## src/verilog/des_pkg.sv

```systemverilog
package des_pkg;

    // bit 1 is the msb, as in the standard tables.
    typedef logic [1:64] block_t;
    typedef logic [1:32] half_t;
    typedef logic [1:48] subkey_t;
    typedef logic [1:56] cd_t;
    typedef logic [5:0]  sbox_in_t;
    typedef logic [3:0]  sbox_out_t;

    localparam int NUM_ROUNDS = 16;

    // left rotation of C and D before each round.
    localparam int SHIFT_SCHEDULE [NUM_ROUNDS] = '{
        1, 1, 2, 2, 2, 2, 2, 2, 1, 2, 2, 2, 2, 2, 2, 1
    };

    // index is {row, column}, row from the outer bits, column from the inner four.
    localparam sbox_out_t SBOX [8][64] = '{
        '{
            14,  4, 13,  1,  2, 15, 11,  8,  3, 10,  6, 12,  5,  9,  0,  7,
             0, 15,  7,  4, 14,  2, 13,  1, 10,  6, 12, 11,  9,  5,  3,  8,
             4,  1, 14,  8, 13,  6,  2, 11, 15, 12,  9,  7,  3, 10,  5,  0,
            15, 12,  8,  2,  4,  9,  1,  7,  5, 11,  3, 14, 10,  0,  6, 13
        },
        '{
            15,  1,  8, 14,  6, 11,  3,  4,  9,  7,  2, 13, 12,  0,  5, 10,
             3, 13,  4,  7, 15,  2,  8, 14, 12,  0,  1, 10,  6,  9, 11,  5,
             0, 14,  7, 11, 10,  4, 13,  1,  5,  8, 12,  6,  9,  3,  2, 15,
            13,  8, 10,  1,  3, 15,  4,  2, 11,  6,  7, 12,  0,  5, 14,  9
        },
        '{
            10,  0,  9, 14,  6,  3, 15,  5,  1, 13, 12,  7, 11,  4,  2,  8,
            13,  7,  0,  9,  3,  4,  6, 10,  2,  8,  5, 14, 12, 11, 15,  1,
            13,  6,  4,  9,  8, 15,  3,  0, 11,  1,  2, 12,  5, 10, 14,  7,
             1, 10, 13,  0,  6,  9,  8,  7,  4, 15, 14,  3, 11,  5,  2, 12
        },
        '{
             7, 13, 14,  3,  0,  6,  9, 10,  1,  2,  8,  5, 11, 12,  4, 15,
            13,  8, 11,  5,  6, 15,  0,  3,  4,  7,  2, 12,  1, 10, 14,  9,
            10,  6,  9,  0, 12, 11,  7, 13, 15,  1,  3, 14,  5,  2,  8,  4,
             3, 15,  0,  6, 10,  1, 13,  8,  9,  4,  5, 11, 12,  7,  2, 14
        },
        '{
             2, 12,  4,  1,  7, 10, 11,  6,  8,  5,  3, 15, 13,  0, 14,  9,
            14, 11,  2, 12,  4,  7, 13,  1,  5,  0, 15, 10,  3,  9,  8,  6,
             4,  2,  1, 11, 10, 13,  7,  8, 15,  9, 12,  5,  6,  3,  0, 14,
            11,  8, 12,  7,  1, 14,  2, 13,  6, 15,  0,  9, 10,  4,  5,  3
        },
        '{
            12,  1, 10, 15,  9,  2,  6,  8,  0, 13,  3,  4, 14,  7,  5, 11,
            10, 15,  4,  2,  7, 12,  9,  5,  6,  1, 13, 14,  0, 11,  3,  8,
             9, 14, 15,  5,  2,  8, 12,  3,  7,  0,  4, 10,  1, 13, 11,  6,
             4,  3,  2, 12,  9,  5, 15, 10, 11, 14,  1,  7,  6,  0,  8, 13
        },
        '{
             4, 11,  2, 14, 15,  0,  8, 13,  3, 12,  9,  7,  5, 10,  6,  1,
            13,  0, 11,  7,  4,  9,  1, 10, 14,  3,  5, 12,  2, 15,  8,  6,
             1,  4, 11, 13, 12,  3,  7, 14, 10, 15,  6,  8,  0,  5,  9,  2,
             6, 11, 13,  8,  1,  4, 10,  7,  9,  5,  0, 15, 14,  2,  3, 12
        },
        '{
            13,  2,  8,  4,  6, 15, 11,  1, 10,  9,  3, 14,  5,  0, 12,  7,
             1, 15, 13,  8, 10,  3,  7,  4, 12,  5,  6, 11,  0, 14,  9,  2,
             7, 11,  4,  1,  9, 12, 14,  2,  0,  6, 10, 13, 15,  3,  5,  8,
             2,  1, 14,  7,  4, 10,  8, 13, 15, 12,  9,  0,  3,  5,  6, 11
        }
    };

endpackage

```

## src/verilog/des_round.sv

```systemverilog
module des_round
    import des_pkg::*;
(
    input  block_t  state_in,
    input  subkey_t subkey,
    output block_t  state_out
);

    localparam int E_TAB [1:48] = '{
        32,  1,  2,  3,  4,  5,  4,  5,  6,  7,  8,  9,
         8,  9, 10, 11, 12, 13, 12, 13, 14, 15, 16, 17,
        16, 17, 18, 19, 20, 21, 20, 21, 22, 23, 24, 25,
        24, 25, 26, 27, 28, 29, 28, 29, 30, 31, 32,  1
    };

    localparam int P_TAB [1:32] = '{
        16,  7, 20, 21, 29, 12, 28, 17,  1, 15, 23, 26,  5, 18, 31, 10,
         2,  8, 24, 14, 32, 27,  3,  9, 19, 13, 30,  6, 22, 11,  4, 25
    };

    half_t   l_half;
    half_t   r_half;
    subkey_t expanded;
    subkey_t mixed;
    half_t   s_out;
    half_t   f_out;

    assign l_half = state_in[1:32];
    assign r_half = state_in[33:64];

    always_comb begin
        for (int i = 1; i <= 48; i++) begin
            expanded[i] = r_half[E_TAB[i]];
        end
    end

    assign mixed = expanded ^ subkey;

    always_comb begin
        sbox_in_t s_in;
        for (int b = 0; b < 8; b++) begin
            s_in = mixed[6*b+1 +: 6];
            s_out[4*b+1 +: 4] = SBOX[b][{s_in[5], s_in[0], s_in[4:1]}]; // outer bits pick the row.
        end
    end

    always_comb begin
        for (int i = 1; i <= 32; i++) begin
            f_out[i] = s_out[P_TAB[i]];
        end
    end

    assign state_out = {r_half, l_half ^ f_out};

endmodule

```

## src/verilog/des_round_chain.sv

```systemverilog
module des_round_chain
    import des_pkg::*;
#(
    parameter int FIRST_ROUND = 0,
    parameter int ROUNDS      = 8
) (
    input  logic    ck,
    input  logic    rst_n,
    input  logic    in_valid,
    input  block_t  in_block,
    input  subkey_t subkeys [NUM_ROUNDS],
    output logic    out_valid,
    output block_t  out_block
);

    block_t stage [ROUNDS+1];

    assign stage[0] = in_block;

    for (genvar g = 0; g < ROUNDS; g++) begin : g_round
        des_round u_round (
            .state_in  (stage[g]),
            .subkey    (subkeys[FIRST_ROUND+g]),
            .state_out (stage[g+1])
        );
    end

    always_ff @(posedge ck) begin
        if (!rst_n) begin
            out_valid <= 1'b0;
        end else begin
            out_valid <= in_valid;
        end
    end

    always_ff @(posedge ck) begin
        if (in_valid) begin
            out_block <= stage[ROUNDS]; // holds its value on idle cycles.
        end
    end

    a_valid_known: assert property (
        @(posedge ck) disable iff (!rst_n) !$isunknown(out_valid)
    );

endmodule

```

## config.mk

```make
export PLATFORM = sky130hd
export DESIGN_NAME = des_round_chain
export DESIGN_NICKNAME = d
export VERILOG_FILES = /design/src/verilog/des_pkg.sv /design/src/verilog/des_round.sv /design/src/verilog/des_round_chain.sv
export SDC_FILE = /design/constraint.sdc
export NUM_CORES = 2
export LEC_CHECK = 0
export BUFFER_PORTS_ARGS = -buffer_cell sky130_fd_sc_hd__buf_2
export CAP_MARGIN = 10
export CORE_AREA = 2 2 348 350
export DETAILED_ROUTE_END_ITERATION = 7
export DIE_AREA = 0 0 350 352
export GPL_ROUTABILITY_DRIVEN = 0
export HOLD_SLACK_MARGIN = 0.08
export PLACE_DENSITY = 0.73
export SLEW_MARGIN = 20
export SYNTH_ARGS = -nofsm -noshare
export SYNTH_HDL_FRONTEND = slang
export SYNTH_SLANG_ARGS = --single-unit
export TNS_END_PERCENT = 50
```

## constraint.sdc

```tcl
create_clock -name ck -period 16.5 [get_ports ck]
set_input_delay 1.65 -clock ck [delete_from_list [all_inputs] [get_ports ck]]
set_output_delay 1.65 -clock ck [all_outputs]
set_load 0.005 [all_outputs]
```

==> key figures <==
Outcome
  – Status: complete, but fails checks
  – Failing checks: design-rule violations

Setup path
  – Crit-path most repeated cell: ha_1
  – WS Path Type: input pin to register
  – CP max stage delay: 450 ps
  – Critical Path AT: 16180 ps
  – Setup crit end kind: register
  – Critical path fanouts, max: 8
  – Critical path's slowest cell: xnor2_2
  – Crit start category: input pin
  – Worst path required time: 16580 ps

Timing
  – Tcrit/Tclk final: 97.6%
  – Achievable Freq: 62.1 MHz
  – RSZ-0062 raised after global routing: yes
  – Min Tclk post-route: 16110 ps
  – Slew headroom: 15.2%
  – Final Max Slew Viols: 0
  – Slew at the pin with the worst max-slew slack: 1260 ps
  – # setup viols final: 0
  – Fin. Hold Viols: 0
  – Worst hold margin: 1500 ps

Synth
  – Most frequent cell after synthesis: xnor2_1
  – Synth top area share: 10.1%
  – Synth warn: 0
  – Net count after synthesis: 8999
  – Count of different cell masters after synthesis: 137
  – Ys async rst share: 0%
  – Seq cells post-synth: 65
  – Synthesized area per cell: 7.52 um2
  – Synth top cells by count: 656 x xnor2_1, 573 x nand2_1, 519 x nor2_1
  – Gate Count Post-Synth: 7697
  – Post-synth top flop: edfxtp_1
  – Post-synth EDFFs: 64
  – Leading area contributor after synthesis: ha_1
  – Top post-synthesis cells by area: ha_1 10%, xnor2_1 9.9%, mux2i_1 6.0%, xor2_1 4.1%, nand2_1 3.7%
  – Seq/Total Area, Yosys: 3.36%
  – Post-Syn Area: 57900 um2

Route
  – ANT nets after route: 0
  – Total Wirelength: 247000 um
  – Pre-Repair DR Iteration Count: 8
  – Vias: 69700
  – DR iter-0 viols: 10700
  – Drt via density: 6.65
  – Wire per inst: 23.6 um
  – Drt drc: 38

GRT
  – Vias in the first global route: 62400
  – Congestion Overflow GR: 0
  – Initial antenna violation count: 56
  – Largest net degree at the start of global routing: 66
  – Total GRT Usage: 37.4%
  – First-pass GRT wire length: 366000 um

Floorplanning
  – Row Count: 127
  – Ports: 900
  – Core area: 119000 um2
  – Starting density of the core: 48.5%
  – Chip Width: 350 um
  – Die Y: 352 um
  – Die ar.: 123000 um2

Clock tree
  – Max clock buf depth: 2
  – Clock Sinks: 65
  – Num CTS Buffers: 9
  – Hold_buf cts: 0
  – CTS root buf: clkbuf_16
  – # H-tree levels: 3
  – Clock slew at the register clock pins of the worst setup and hold paths: 50 ps
  – CTS tree: yes

Layout
  – Area growth syn-to-layout: 20.5%
  – Share of cells above drive strength 1: 23.8%
  – Fin nets: 10100

Hold path
  – Hold crit path type: input pin to register

Place
  – Port Buffer Count: 515
  – Post-detail-place hpwl: 204000 um

Flow run
  – Max Cap Viol: 0
## registers in the layout (all words and copies together), names as in the netlist
register / count
out_block: 64
out_valid: 1
## path summary, 6_finish.rpt
path,from,endpoint,slack [ps],cells after the start
worst max-delay path,in_block[1],out_block[10]$_DFFE_PP_,390,67
worst min-delay path,rst_n,out_valid$_SDFF_PN0_,1500,2
## layout by cell type (no fill, tap or decap), drive strengths merged, types with 117 or more instances in the layout
cell    count
a21oi     421
nor3      311
mux2i     345
o211ai    196
a211oi    195
nand3     342
a31oi     117
ha        467
nand2     576
xor2      309
buf      1505
o21ai     362
xnor2     734
inv       344
nor2      526
## kinds of logic after synthesis
kind of cell / synth area share, %
muxes: 8.53
adders and majority gates: 10.2
buffers and inverters: 5.69
DFF: 3.36
xor gates and xnor gates: 20.6
AOI/OAI and AO/OA: 31.7
and+or+nand+nor: 20.0
## worst max-delay path, delay by kind of cell
family          cells  cell delay [ps]
mux                 2              370
fa+ha+maj           8             2580
simple gates       13             2340
xor+xnor            9             2690
buf+inv            13             1730
compound gates     22             4830
## layout make-up
cell class              instances  area (um2)
repair buffers               1507       10200
well taps                    1612        2020
inverters                     352        1330
flip-flops and latches         65        1940
clock buffers                  13         250
fillers                     10800       49600
diodes                         51         128
multi-input cells            6870       53800
clock inverters                 3        65.1
## stage by stage
step / std cells / instance area, um2 / utilization, % / setup WS (ps) / setup TNS, ps
finish: 10500 / 69700 / 58.4 / 392 / 0
CTS: 10400 / 68400 / 57.3 / 73.0 / 0
detailed placement: 10400 / 68100 / 57.1 / -591 / -13510
global route: 10400 / 69600 / 58.3 / -99.9 / -678
global placement: 10400 / 68100 / 57.0 / -313 / -4850
floorplan: 7697 / 58100 / - / -84.8 / -132
## repair_timing
item,4_1_cts,5_1_grt
setup buffers,0,31
setup endpoints to repair,24,32
pin swaps,0,27
gates resized for setup,4,169
## layer usage
layer  vias up  track usage (%)  wire (um)
met1     32000             45.0      87900
met3      1075             12.2      35500
li1      31600                -          -
met2      4943             55.5     101000
met5         -                0        253
met4        28             27.4      22400
Power is not shown: default switching activity piles up to over one toggle a cycle in this logic, so the estimate is an artifact.
