<file path="src/verilog/des_pkg.sv">
package des_pkg;

    // bit 1 is the msb, as in the standard tables.
    typedef logic [1:64] block_t;
    typedef logic [1:32] half_t;
    typedef logic [1:48] subkey_t;
    typedef logic [1:56] cd_t;
    typedef logic [5:0]  sbox_in_t;
    typedef logic [3:0]  sbox_out_t;

    localparam int NUM_ROUNDS = 16;

    // left rotation of C and D before each round.
    localparam int SHIFT_SCHEDULE [NUM_ROUNDS] = '{
        1, 1, 2, 2, 2, 2, 2, 2, 1, 2, 2, 2, 2, 2, 2, 1
    };

    // index is {row, column}, row from the outer bits, column from the inner four.
    localparam sbox_out_t SBOX [8][64] = '{
        '{
            14,  4, 13,  1,  2, 15, 11,  8,  3, 10,  6, 12,  5,  9,  0,  7,
             0, 15,  7,  4, 14,  2, 13,  1, 10,  6, 12, 11,  9,  5,  3,  8,
             4,  1, 14,  8, 13,  6,  2, 11, 15, 12,  9,  7,  3, 10,  5,  0,
            15, 12,  8,  2,  4,  9,  1,  7,  5, 11,  3, 14, 10,  0,  6, 13
        },
        '{
            15,  1,  8, 14,  6, 11,  3,  4,  9,  7,  2, 13, 12,  0,  5, 10,
             3, 13,  4,  7, 15,  2,  8, 14, 12,  0,  1, 10,  6,  9, 11,  5,
             0, 14,  7, 11, 10,  4, 13,  1,  5,  8, 12,  6,  9,  3,  2, 15,
            13,  8, 10,  1,  3, 15,  4,  2, 11,  6,  7, 12,  0,  5, 14,  9
        },
        '{
            10,  0,  9, 14,  6,  3, 15,  5,  1, 13, 12,  7, 11,  4,  2,  8,
            13,  7,  0,  9,  3,  4,  6, 10,  2,  8,  5, 14, 12, 11, 15,  1,
            13,  6,  4,  9,  8, 15,  3,  0, 11,  1,  2, 12,  5, 10, 14,  7,
             1, 10, 13,  0,  6,  9,  8,  7,  4, 15, 14,  3, 11,  5,  2, 12
        },
        '{
             7, 13, 14,  3,  0,  6,  9, 10,  1,  2,  8,  5, 11, 12,  4, 15,
            13,  8, 11,  5,  6, 15,  0,  3,  4,  7,  2, 12,  1, 10, 14,  9,
            10,  6,  9,  0, 12, 11,  7, 13, 15,  1,  3, 14,  5,  2,  8,  4,
             3, 15,  0,  6, 10,  1, 13,  8,  9,  4,  5, 11, 12,  7,  2, 14
        },
        '{
             2, 12,  4,  1,  7, 10, 11,  6,  8,  5,  3, 15, 13,  0, 14,  9,
            14, 11,  2, 12,  4,  7, 13,  1,  5,  0, 15, 10,  3,  9,  8,  6,
             4,  2,  1, 11, 10, 13,  7,  8, 15,  9, 12,  5,  6,  3,  0, 14,
            11,  8, 12,  7,  1, 14,  2, 13,  6, 15,  0,  9, 10,  4,  5,  3
        },
        '{
            12,  1, 10, 15,  9,  2,  6,  8,  0, 13,  3,  4, 14,  7,  5, 11,
            10, 15,  4,  2,  7, 12,  9,  5,  6,  1, 13, 14,  0, 11,  3,  8,
             9, 14, 15,  5,  2,  8, 12,  3,  7,  0,  4, 10,  1, 13, 11,  6,
             4,  3,  2, 12,  9,  5, 15, 10, 11, 14,  1,  7,  6,  0,  8, 13
        },
        '{
             4, 11,  2, 14, 15,  0,  8, 13,  3, 12,  9,  7,  5, 10,  6,  1,
            13,  0, 11,  7,  4,  9,  1, 10, 14,  3,  5, 12,  2, 15,  8,  6,
             1,  4, 11, 13, 12,  3,  7, 14, 10, 15,  6,  8,  0,  5,  9,  2,
             6, 11, 13,  8,  1,  4, 10,  7,  9,  5,  0, 15, 14,  2,  3, 12
        },
        '{
            13,  2,  8,  4,  6, 15, 11,  1, 10,  9,  3, 14,  5,  0, 12,  7,
             1, 15, 13,  8, 10,  3,  7,  4, 12,  5,  6, 11,  0, 14,  9,  2,
             7, 11,  4,  1,  9, 12, 14,  2,  0,  6, 10, 13, 15,  3,  5,  8,
             2,  1, 14,  7,  4, 10,  8, 13, 15, 12,  9,  0,  3,  5,  6, 11
        }
    };

endpackage

</file>
<file path="src/verilog/des_key_schedule.sv">
module des_key_schedule
    import des_pkg::*;
(
    input  logic    ck,
    input  logic    rst_n,
    input  logic    key_load,
    input  block_t  key,
    input  logic    decrypt,
    input  logic    busy,
    output subkey_t subkeys [NUM_ROUNDS]
);

    localparam int PC1_TAB [1:56] = '{
        57, 49, 41, 33, 25, 17,  9,  1, 58, 50, 42, 34, 26, 18,
        10,  2, 59, 51, 43, 35, 27, 19, 11,  3, 60, 52, 44, 36,
        63, 55, 47, 39, 31, 23, 15,  7, 62, 54, 46, 38, 30, 22,
        14,  6, 61, 53, 45, 37, 29, 21, 13,  5, 28, 20, 12,  4
    };

    localparam int PC2_TAB [1:48] = '{
        14, 17, 11, 24,  1,  5,  3, 28, 15,  6, 21, 10,
        23, 19, 12,  4, 26,  8, 16,  7, 27, 20, 13,  2,
        41, 52, 31, 37, 47, 55, 30, 40, 51, 45, 33, 48,
        44, 49, 39, 56, 34, 53, 46, 42, 50, 36, 29, 32
    };

    cd_t     cd_init;
    subkey_t next_keys [NUM_ROUNDS];

    always_comb begin
        for (int i = 1; i <= 56; i++) begin
            cd_init[i] = key[PC1_TAB[i]]; // parity bits drop out here.
        end
    end

    // all sixteen rounds of the schedule unrolled in one pass.
    always_comb begin
        logic [1:28] c;
        logic [1:28] d;
        cd_t         cd;
        c = cd_init[1:28];
        d = cd_init[29:56];
        for (int r = 0; r < NUM_ROUNDS; r++) begin
            if (SHIFT_SCHEDULE[r] == 1) begin
                c = {c[2:28], c[1]};
                d = {d[2:28], d[1]};
            end else begin
                c = {c[3:28], c[1:2]};
                d = {d[3:28], d[1:2]};
            end
            cd = {c, d};
            for (int i = 1; i <= 48; i++) begin
                next_keys[r][i] = cd[PC2_TAB[i]];
            end
        end
    end

    always_ff @(posedge ck) begin
        if (key_load) begin
            for (int r = 0; r < NUM_ROUNDS; r++) begin
                // decryption walks the schedule backwards.
                subkeys[r] <= decrypt ? next_keys[NUM_ROUNDS-1-r] : next_keys[r];
            end
        end
    end

    // blocks in flight would mix old and new subkeys.
    a_key_idle: assert property (
        @(posedge ck) disable iff (!rst_n) key_load |-> !busy
    );

endmodule

</file>
<file path="config.mk">
export PLATFORM = sky130hd
export DESIGN_NAME = des_key_schedule
export DESIGN_NICKNAME = d
export VERILOG_FILES = /design/src/verilog/des_pkg.sv /design/src/verilog/des_key_schedule.sv
export SDC_FILE = /design/constraint.sdc
export NUM_CORES = 1
export LEC_CHECK = 0
export BUFFER_PORTS_ARGS = -buffer_cell sky130_fd_sc_hd__clkbuf_2
export CORE_AREA = 2 2 322 324
export CTS_BUF_LIST = sky130_fd_sc_hd__clkbuf_8
export CTS_CLUSTER_DIAMETER = 60
export CTS_CLUSTER_SIZE = 10
export DETAILED_ROUTE_END_ITERATION = 8
export DIE_AREA = 0 0 324 326
export PLACE_DENSITY_LB_ADDON = 0.2
export SLEW_MARGIN = 20
export SYNTH_ARGS = -nofsm -noshare
export SYNTH_HDL_FRONTEND = slang
export SYNTH_SLANG_ARGS = --single-unit
</file>
<file path="constraint.sdc">
create_clock -name ck -period 1.4 [get_ports ck]
set_input_delay 0.28 -clock ck [delete_from_list [all_inputs] [get_ports ck]]
set_output_delay 0.28 -clock ck [all_outputs]
set_load 0.05 [all_outputs]
</file>
==> summary by stage, run 1 <==
Timing
The post-route fraction of the period consumed by the critical path is 1.267. Headroom to the max-slew limit came out at 0.6690. Derived from the worst setup path, the maximum achievable clock frequency is between 500 and 600 MHz. The final critical-path required period is around 1.8 ns. At the pin with the least slew margin, the transition time is 0.4965 ns. The number of setup violations in the final report is between 700 and 800.

For the final routed database, the setup TNS stands at -163.51 ns. Setup repair after global routing could not meet its margin everywhere. The final count of hold timing violations came to 0. The final max-slew violation count is 0. The post-layout worst setup margin is -0.3743 ns.

Status
The flow ran to the end, but the final reports show violations. The checks that failed: negative setup slack.

Logic synthesis
The total standard cell area after synthesis is approximately 32000 sq um. Yosys instantiated no cell more often than sky130_fd_sc_hd__edfxtp_1. The share of the synthesized area in the top cell type is 0.6534. During synthesis, Yosys emitted a total of 0 warnings. Counting instances in the post-synthesis netlist gives the leading cell types as sky130_fd_sc_hd__edfxtp_1, sky130_fd_sc_hd__mux2_4, sky130_fd_sc_hd__mux2_2. The sequential share of the synthesized area is 0.6534. After synthesis, the cell types taking the most area are sky130_fd_sc_hd__edfxtp_1, sky130_fd_sc_hd__mux2_4, sky130_fd_sc_hd__mux2_2, sky130_fd_sc_hd__buf_4, sky130_fd_sc_hd__buf_6. Counting every net in the synthesized netlist gives 1718. The number of flops mapped to enable cells by yosys is between 600 and 700. The flop and latch count out of synthesis is 688. Counting every instance in the synthesized netlist gives approximately 1600.

The number of unique standard cell types used by synthesis is 7. The largest area contributor in the netlist is sky130_fd_sc_hd__edfxtp_1. The post-synthesis average cell area is roughly 19 sq um.

The primary flip-flop cell chosen by synthesis mapping is sky130_fd_sc_hd__edfxtp_1. Of all flip-flops after synthesis, the portion carrying an async set or reset was 0.

Setup path
Traced cell by cell, the critical path runs through clkbuf_8. The library cell contributing the largest single delay on the critical path is sky130_fd_sc_hd__edfxtp_1. The startpoint type of the worst setup path is a flip-flop. The largest single stage delay on the critical path is approximately 0.51 ns. The required time of the critical path is 1.12 ns.

Together, buffers and inverters on the worst path number 1. Data arrives at the worst endpoint at between 1 and 1.5 ns. The endpoint class of the critical path is a primary output. In this run the worst path has a maximum fanout of 2. The startpoint-to-endpoint class of the critical path is reg2out. The cell family with the largest share of critical-path delay is flip-flops.

Detailed routing
Using the TritonRoute via totals, the vias-per-cell ratio works out to approximately 4.7. In the routed design, unresolved DRC markers number 0. Dividing the detail-routed wire length by the instance count gives roughly 28 um. The routed design has approximately 110000 um of wire. The final route contains about 18000 vias. The detailed-router iteration count before antenna repair is 5.

The violation count after the first detailed-routing iteration is about 1300. The count of antenna-violating nets left after detailed routing is 0.

Placement
The congestion estimate from routability-driven global placement came to about 0.77. The pre-CTS setup slack is -0.2614 ns. Once detailed placement completed, the half-perimeter wirelength came to ~68000 um. Port buffering added just over 800 buffers.

In this run the cell area measured after placement is around 38000 sq um.

Power
After layout, the design draws a total of about 59 mW. The worst-case IR drop observed on VDD is 0.8980 mV. The analysis attributes to cell leakage a power of 18.93 nW.

The areal power density over the cells is approximately 1300 nW/um^2.

Layout
The register with the most flip-flops is subkeys. Fill cells in the final layout number approximately 8700. In the final layout, the registers with the most flip-flops are subkeys x688.

The flip-flop count of the largest register, all copies and words added is between 600 and 700. The finished cells cover ~47000 sq um. From synthesis to final layout, the design area changed by 48.01%. The final-stage net count is around 2500. Of the cells placed in the final design, the portion with a size suffix greater than 1 is 0.7154.

GRT
Summed over all layers, the global routing overflow is 0. The first-pass GRT wire length is 148000 um. The number of global-route vias before repair is ~20000. The pin count of the biggest net entering global routing is 70.

The initial antenna violation count is 2. The total track usage is 0.1970.

Floorplan
The floorplan step set the die height to 326 um. The die is between 300 and 400 um wide. The floorplan has about 120 rows. The starting utilization of the core area is 0.3081.

The placeable core region is 102600 sq um. The top-level I/O count is about 840. The full die area is approximately 110000 sq um.

CTS
The number of clock sinks is 688. The register clock-pin slew on the reported worst setup and hold paths is 0.07 ns. The root buffer cell chosen for the clock tree is sky130_fd_sc_hd__clkbuf_8. The clock tree from TritonCTS is built. The number of buffers inserted by post-CTS setup repair is 0. The maximum root-to-sink buffer count is 3. The number of buffers inserted during clock tree synthesis is 84.

The H-tree was split into 3 levels.

Run
Across the run, the number of max-cap violations was 0.

Min path
The tightest min-delay check is of the in2reg type.
==> what timing repair did <==
action / 4_1_cts / 5_1_grt
setup endpoints to repair: 768 / 768
endpoints found under the hold margin: 28 / 0
hold buffers: 4 / 0
resized for setup: 1534 / 481
==> power by group <==
part,internal [mW],total (mW),switching (mW)
registers,25.0,26.4,1.40
logic,7.50,18.5,11.0
clock network,6.22,13.8,7.57
==> layer usage <==
metal | track usage | vias to the layer above | share of wire
met4 | 0.08504 | 2 | 0.038
met5 | 0 | - | 0.00012
li1 | - | 7735 | -
met2 | 0.3253 | 876 | 0.49
met1 | 0.2289 | 9455 | 0.38
met3 | 0.07193 | 178 | 0.098
==> through the flow <==
step                      hold WS, ns    util  std cells
after CTS                    0.004698  0.4501       3857
after detailed placement       0.7700  0.3705       3739
final                          0.1012  0.4561       3859
after floorplan                0.3925       -       1649
after global placement         0.7727  0.3705       3739
after global routing          0.06067  0.4560       3858
==> cell families (layout without fill, tap and decap cells) <==
family / after synthesis / after routing / share of synthesized area
muxes: 688 / 688 / 0.2925
other: 0 / 2 / 0
DFF: 688 / 688 / 0.6534
buffers and inverters: 273 / 1101 / 0.05402
==> worst paths after layout <==
path,startpoint,to,cells past startpoint
setup / recovery,subkeys[403]$_DFFE_PP_,subkeys[13],1
hold / removal,key[41],subkeys[435]$_DFFE_PP_,3
==> cell usage in the layout, fill, tap and decap left out, types with 6 or more instances in the layout <==
| cell | netlist | layout |
|---|---|---|
| sky130_fd_sc_hd__edfxtp_1 | 688 | 688 |
| sky130_fd_sc_hd__buf_8 | 0 | 479 |
| sky130_fd_sc_hd__mux2_4 | 400 | 400 |
| sky130_fd_sc_hd__clkbuf_8 | 0 | 376 |
| sky130_fd_sc_hd__mux2_2 | 288 | 288 |
| sky130_fd_sc_hd__buf_12 | 0 | 84 |
| sky130_fd_sc_hd__buf_4 | 82 | 73 |
| sky130_fd_sc_hd__clkbuf_2 | 0 | 56 |
| sky130_fd_sc_hd__clkinv_1 | 0 | 7 |
| sky130_fd_sc_hd__inv_1 | 0 | 6 |
==> cell type report <==
type | count | area (sq um) | area share
flip-flops and latches | 688 | 20660 | 0.4415
diodes | 2 | 5.005 | 0.0001069
repair buffers | 987 | 13740 | 0.2937
clock inverters | 27 | 216.5 | 0.004626
well taps | 1380 | 1727 | 0.03690
clock buffers | 87 | 1197 | 0.02559
multi-input cells | 688 | 9249 | 0.1976
Note: power is estimated with default switching activity, not from simulation.
==> run 2, diff against run 1 <==
Settings changed: CORE_AREA 2 2 322 324 to 2 2 329 331, CTS_BUF_LIST sky130_fd_sc_hd__clkbuf_8 to not set, DIE_AREA 0 0 324 326 to 0 0 331 333.
==> run 2 against run 1 <==
  * The run still ends with negative setup slack left
  * Non-clock buffer count rose by 13
  * Die area rose by 4.4%
  * Worst setup slack gained 0.061 ns
  * Critical endpoint is now subkeys[670]
  * Highest routed layer is now met4
==> summary by stage, run 2 (synthesis gave the netlist of run 1 again) <==
Layout
The top cell types in the final layout, fill and taps aside, are sky130_fd_sc_hd__edfxtp_1, sky130_fd_sc_hd__buf_8, sky130_fd_sc_hd__mux2_4. The post-route cell area is 48110 sq um (+2.8%). The register with the most flip-flops is subkeys. The flip-flop count of the largest register, all copies and words added came to 688 (unchanged). The final-stage net count is 2532 (+0.56%).

The count of filler cells inserted in the layout is 9045 (+4.1%). The leading cell type in the layout, fill and taps excluded is sky130_fd_sc_hd__edfxtp_1. The largest registers in the layout are subkeys x688. The final core area utilization came to 0.4513 (-0.004786). The fraction of layout instances using a drive strength above 1 is 0.7192 (+0.003783). From synthesis to final layout, the design area changed by 52.15%. The number of antenna repair diodes is 0 (-2).

Detailed routing
The violation count after the first detailed-routing iteration is 1253 (-4.5%). The total wire length after detailed routing is 108800 um (+0.75%). The detailed-route vias per instance was 4.685 (-0.91%). The count of antenna-violating nets left after detailed routing is 0 (unchanged). The detailed-router iteration count before antenna repair was 5 (unchanged). The average wire length per cell after detail routing is 27.96 um (-0.11%).

The total DRC errors in the routed layout is 0 (unchanged). The via total after detailed routing is 18230 (-0.066%).

GRT
The pin count of the biggest net entering global routing is 71 (+1.4%). The total track usage came to 0.1903 (-0.006717). The sum of overflow across all layers after global routing is 0 (unchanged). The first-pass GRT wire length is 149300 um (+0.84%).

The initial antenna violation count is 2 (unchanged). The number of global-route vias before repair is 19290 (-1.5%).

Power
The areal power density over the cells is 1355 nW/um^2 (+8.0%). The fraction of power consumed by sequential logic is 0.406 (-0.044). The cell-internal power is 44.17 mW (+14%). The share of power burned in combinational logic is 0.286 (-0.029). The standby leakage power is 19.49 nW (+3.0%).

The net switching power came to 21.02 mW (+5.2%). The switching share of power came to 0.3224 (-0.01811). The worst-case vdd ir drop is 0.9612 mV (+7.0%). The clock network fraction of total power is 0.308 (+0.073).

Run
The max-cap violation count is 0 (unchanged).

Floorplan
The placeable core region came to 106600 sq um (+3.9%). The starting utilization of the core area came to 0.2966 (-0.01154). The number of cell rows is 120 (+1.7%).

The overall die width was 331 um (+2.2%). The top-level I/O count was 837 (unchanged). The vertical die dimension is 333 um (+2.1%). The full die area is 110200 sq um (+4.4%).

Timing
Setup repair after global routing could not meet its margin everywhere. The post-route fraction of the period consumed by the critical path is 1.224 (-0.04370). The worst hold margin was 0.1231 ns (+0.02192 ns). The post-layout worst setup margin is -0.3131 ns (+0.06118 ns). The pin slew with the least headroom to its limit was 0.5083 ns (+0.01185 ns). The final count of hold timing violations is 0 (unchanged). The final max-slew violation count is 0 (unchanged).

The upper clock frequency limit came to 583.7 MHz (+3.6%). The final setup TNS is -89.72 ns (+73.80 ns). The final critical-path required period came to 1.713 ns (-0.06118 ns).

The number of setup violations in the final report was 768 (unchanged). The worst slew slack as a fraction of its limit came to 0.6611 (-0.007897).

Setup path
The required time of the critical path was 1.12 ns (about the same). The critical path is of the reg2out type. The slowest stage of the critical path belongs to the cell sky130_fd_sc_hd__edfxtp_1.

The signal arrival time at the worst endpoint was 1.43 ns (-0.06 ns). The combined buffer and inverter count along the critical path is 1 (unchanged). Broken down by cell family, the worst path's largest delay share belongs to flip-flops. STA classifies the critical path endpoint as a primary output. The maximum fanout encountered on the critical timing path is 1 (-1). The signal on the critical path passes through buf_8. The worst setup path startpoint is subkeys[670]$_DFFE_PP_.

STA classifies the critical path startpoint as a flip-flop. The delay of the slowest critical-path stage is 0.56 ns (+0.05 ns).

CTS
The register clock-pin slew on the reported worst setup and hold paths is 0.06 ns (about the same). The clock tree from TritonCTS is built. The level count of the clock H-tree came to 3 (unchanged). The number of clock sinks came to 688 (unchanged). The number of buffers inserted by post-CTS setup repair is 0 (unchanged). The number of buffers inserted during clock tree synthesis came to 85 (+1.2%).

The buffer type at the clock tree root is sky130_fd_sc_hd__clkbuf_16. The maximum root-to-sink buffer count is 3 (unchanged).

Placement
The area of placed instances is 38330 sq um (+0.81%). The pre-CTS setup slack was -0.2214 ns (+0.03995 ns). The post-DP HPWL was 69410 um (+2.2%). The final estimated routing congestion in global placement is 0.7544 (-2.2%).

The number of buffers added on ports was 826 (unchanged).

Status
The flow ran to the end, but the final reports show violations. The checks that failed: negative setup slack.

Min path
The start point of the worst hold path is key[25]. The class of the most critical hold timing path is in2reg.
-- run 2: metal layers --
layer / track usage / wire [um]
met1: 0.2211 / 41380
met2: 0.3210 / 53540
met3: 0.06906 / 10130
met4: 0.06709 / 3751
met5: 0 / 0
-- run 2: worst paths after layout --
path,to,slack (ns),cells after the start
max,subkeys[670],-0.31,1
min,subkeys[483]$_DFFE_PP_,0.12,2
-- run 2: timing repair --
action                                  in CTS  in global routing
endpoints found under the setup margin     768                768
resized for setup                         1536                515
hold buffers                                 0                  0
-- run 2: power groups by stage --
stage          clock network, mW  logic [mW]  registers (mW)
6_report                    20.1        18.6            26.5
5_1_grt                     21.3        19.1            26.6
4_1_cts                     20.6        18.0            26.1
3_5_place_dp                   0        14.9            26.2
3_3_place_gp                   0        14.9            26.2
2_1_floorplan                  0        4.12            32.6
-- run 2: final cells by class --
cell class,count,area [sq um],area share
clock inverter,19,249.0,0.005176
sequential,688,20660,0.4295
tap,1403,1755,0.03649
multi-input combinational,688,9249,0.1923
clock buffer,94,2161,0.04492
timing repair buffer,1000,14030,0.2917
-- run 2: through the flow --
stage	instances	total power [mW]
after global placement	3779	41.05
final	3892	65.19
after global routing	3892	67.09
after floorplan	1649	36.69
after CTS	3892	64.76
after detailed placement	3779	41.12
==> run 3, diff against run 2 <==
Settings changed: CAP_MARGIN set to 10, RECOVER_POWER set to 50.
==> run 3 against run 2 <==
  * The run still ends with negative setup slack left
  * Sequential cell count unchanged
  * Total power decreased by 0.11%
  * Hold slack got worse by 0.0022 ns
  * Critical endpoint unchanged
==> summary by stage, run 3 (synthesis gave the netlist of run 1 again) <==
Detailed routing
The violation count after the first detailed-routing iteration was 1203 (-4.0%). The detailed-router iteration count before antenna repair is 5 (unchanged). The total DRC errors in the routed layout is 0 (unchanged).

The detailed-route vias per instance came to 4.692 (+0.15%). The average wire length per cell after detail routing is 27.97 um (about the same). The total wire length after detailed routing is 108800 um (about the same). The count of antenna-violating nets left after detailed routing was 0 (unchanged). The via total after detailed routing is 18260 (+0.15%).

Floorplan
The placeable core region is 106600 sq um (unchanged). The number of cell rows was 120 (unchanged). The vertical die dimension is 333 um (unchanged). The overall die width is 331 um (unchanged). The full die area is 110200 sq um (unchanged). The starting utilization of the core area is 0.2966 (unchanged). The top-level I/O count is 837 (unchanged).

Layout
The final cell count without fillers came to 3892 (unchanged). The count of filler cells inserted in the layout came to 9075 (+0.33%). The number of antenna repair diodes came to 0 (unchanged). Leaving out fill and tap cells, the most frequent cell in the layout is sky130_fd_sc_hd__edfxtp_1.

The register with the most flip-flops is subkeys. The area taken by flip-flops and latches came to 20660 sq um (unchanged). The final-stage net count is 2532 (unchanged). The total area of multi-input combinational cells was 9234 sq um (-0.16%). The relative area change from synthesis to final layout is 51.63%. The fraction of layout instances using a drive strength above 1 came to 0.7155 (-0.003616). The flip-flop count of the largest register, all copies and words added is 688 (unchanged). In the layout the commonest cells are sky130_fd_sc_hd__edfxtp_1, sky130_fd_sc_hd__buf_8, sky130_fd_sc_hd__mux2_4. The largest registers in the layout are subkeys x688.

Timing
The post-route fraction of the period consumed by the critical path was 1.218 (-0.005269). Setup repair after global routing could not meet its margin everywhere. The worst slew slack as a fraction of its limit is 0.3090 (-0.3521).

The post-layout worst setup margin is -0.3057 ns (+0.007376 ns). The final critical-path required period is 1.706 ns (-0.007376 ns). The upper clock frequency limit came to 586.3 MHz (+0.43%). The final max-slew violation count was 0 (unchanged). The number of setup violations in the final report is 1184 (+54%). The pin slew with the least headroom to its limit came to 1.036 ns (+0.5281 ns).

The final count of hold timing violations is 0 (unchanged).

CTS
Clock tree synthesis selected as its root buffer the cell sky130_fd_sc_hd__clkbuf_16. The number of buffers inserted by post-CTS setup repair is 0 (unchanged). The maximum root-to-sink buffer count is 3 (unchanged). TritonCTS built the clock tree. The level count of the clock H-tree is 3 (unchanged). The cts-stage hold buffer count came to 0 (unchanged). The register clock-pin slew on the reported worst setup and hold paths is 0.06 ns (about the same). The post-cts resize count was 1536 (unchanged).

The number of clock sinks is 688 (unchanged). The number of buffers inserted during clock tree synthesis is 85 (unchanged).

GRT
The sum of overflow across all layers after global routing came to 0 (unchanged). The number of global-route vias before repair is 19290 (unchanged). The pin count of the biggest net entering global routing is 71 (unchanged). The initial antenna violation count is 3 (+1). The first-pass GRT wire length is 149300 um (unchanged). The total track usage came to 0.1903 (unchanged).

Setup path
The delay of the slowest critical-path stage is 0.55 ns (about the same). The signal arrival time at the worst endpoint is 1.43 ns (about the same). The maximum fanout encountered on the critical timing path is 1 (unchanged). Among cell families on the critical path, the largest total delay comes from flip-flops.

The worst setup path is launched from a flip-flop. Traced cell by cell, the critical path runs through buf_8. The endpoint class of the critical path is a primary output. The combined buffer and inverter count along the critical path came to 1 (unchanged). The required time of the critical path was 1.12 ns (about the same). The startpoint-to-endpoint class of the critical path is reg2out. The largest individual stage delay along the critical path comes from the cell sky130_fd_sc_hd__edfxtp_1.

Power
The share of power burned in combinational logic is 0.285 (about the same). The cell-internal power is 44.12 mW (-0.12%). The areal power density over the cells is 1358 nW/um^2 (+0.23%).

The standby leakage power was 19.41 nW (-0.42%). The net switching power was 21.00 mW (-0.11%). The clock network fraction of total power is 0.309 (about the same). The switching share of power is 0.3225 (about the same).

The worst-case vdd ir drop is 0.9602 mV (-0.10%). The fraction of power consumed by sequential logic is 0.407 (about the same). The overall power consumption is 65.12 mW (-0.11%).

Run
The max-cap violation count was 0 (unchanged).

Placement
The post-DP HPWL was 69410 um (unchanged). The final estimated routing congestion in global placement came to 0.7544 (unchanged). The number of cells after detailed placement is 3779 (unchanged). The number of buffers added on ports is 826 (unchanged).

The pre-CTS setup slack came to -0.2214 ns (unchanged).

Status
The checks that failed: negative setup slack. The run finished, with violations left.

Min path
The class of the most critical hold timing path is in2reg.
-- run 3: changes by cell type in the layout (fill, tap and decap cells not counted), sizes merged --
cell    before  now
clkbuf     403  420
buf        691  674
-- run 3: final cells by class --
cell class	count	share of cell area
flip-flops and latches	688	0.4310
clock inverters	19	0.005194
well taps	1403	0.03662
repair buffers	1000	0.2895
multi-input cells	688	0.1926
clock buffers	94	0.04507
-- run 3: worst paths after layout --
path / startpoint / end / depth (start not counted)
worst min-delay path: key[25] / subkeys[483]$_DFFE_PP_ / 2
worst max-delay path: subkeys[670]$_DFFE_PP_ / subkeys[670] / 1
-- run 3: metrics by stage --
stage | hold slack (ns) | cell area [sq um] | TNS (ns) | utilization
after floorplan | 0.3925 | 31620 | 0 | -
after global placement | 0.7683 | 38330 | -94.49 | 0.3595
after detailed placement | 0.7660 | 38330 | -96.54 | 0.3595
after CTS | 0.06151 | 47460 | -139.44 | 0.4452
after global routing | 0.09912 | 47940 | -175.57 | 0.4497
final | 0.1209 | 47940 | -112.30 | 0.4497
-- run 3: power groups by stage --
| stage | registers (mW) | logic [mW] | clock network (mW) |
|---|---|---|---|
| floorplan | 32.6 | 4.12 | 0 |
| global placement | 26.2 | 14.9 | 0 |
| detailed placement | 26.2 | 14.9 | 0 |
| CTS | 26.1 | 18.0 | 20.6 |
| global route | 26.6 | 19.1 | 21.3 |
| finish | 26.5 | 18.6 | 20.1 |
-- run 3: layer usage --
layer / part of all wire / vias up / GRT usage
li1: - / 7793 / -
met4: 0.035 / 0 / 0.06709
met3: 0.094 / 181 / 0.06906
met5: 0 / - / 0
met2: 0.49 / 857 / 0.3210
met1: 0.38 / 9430 / 0.2211
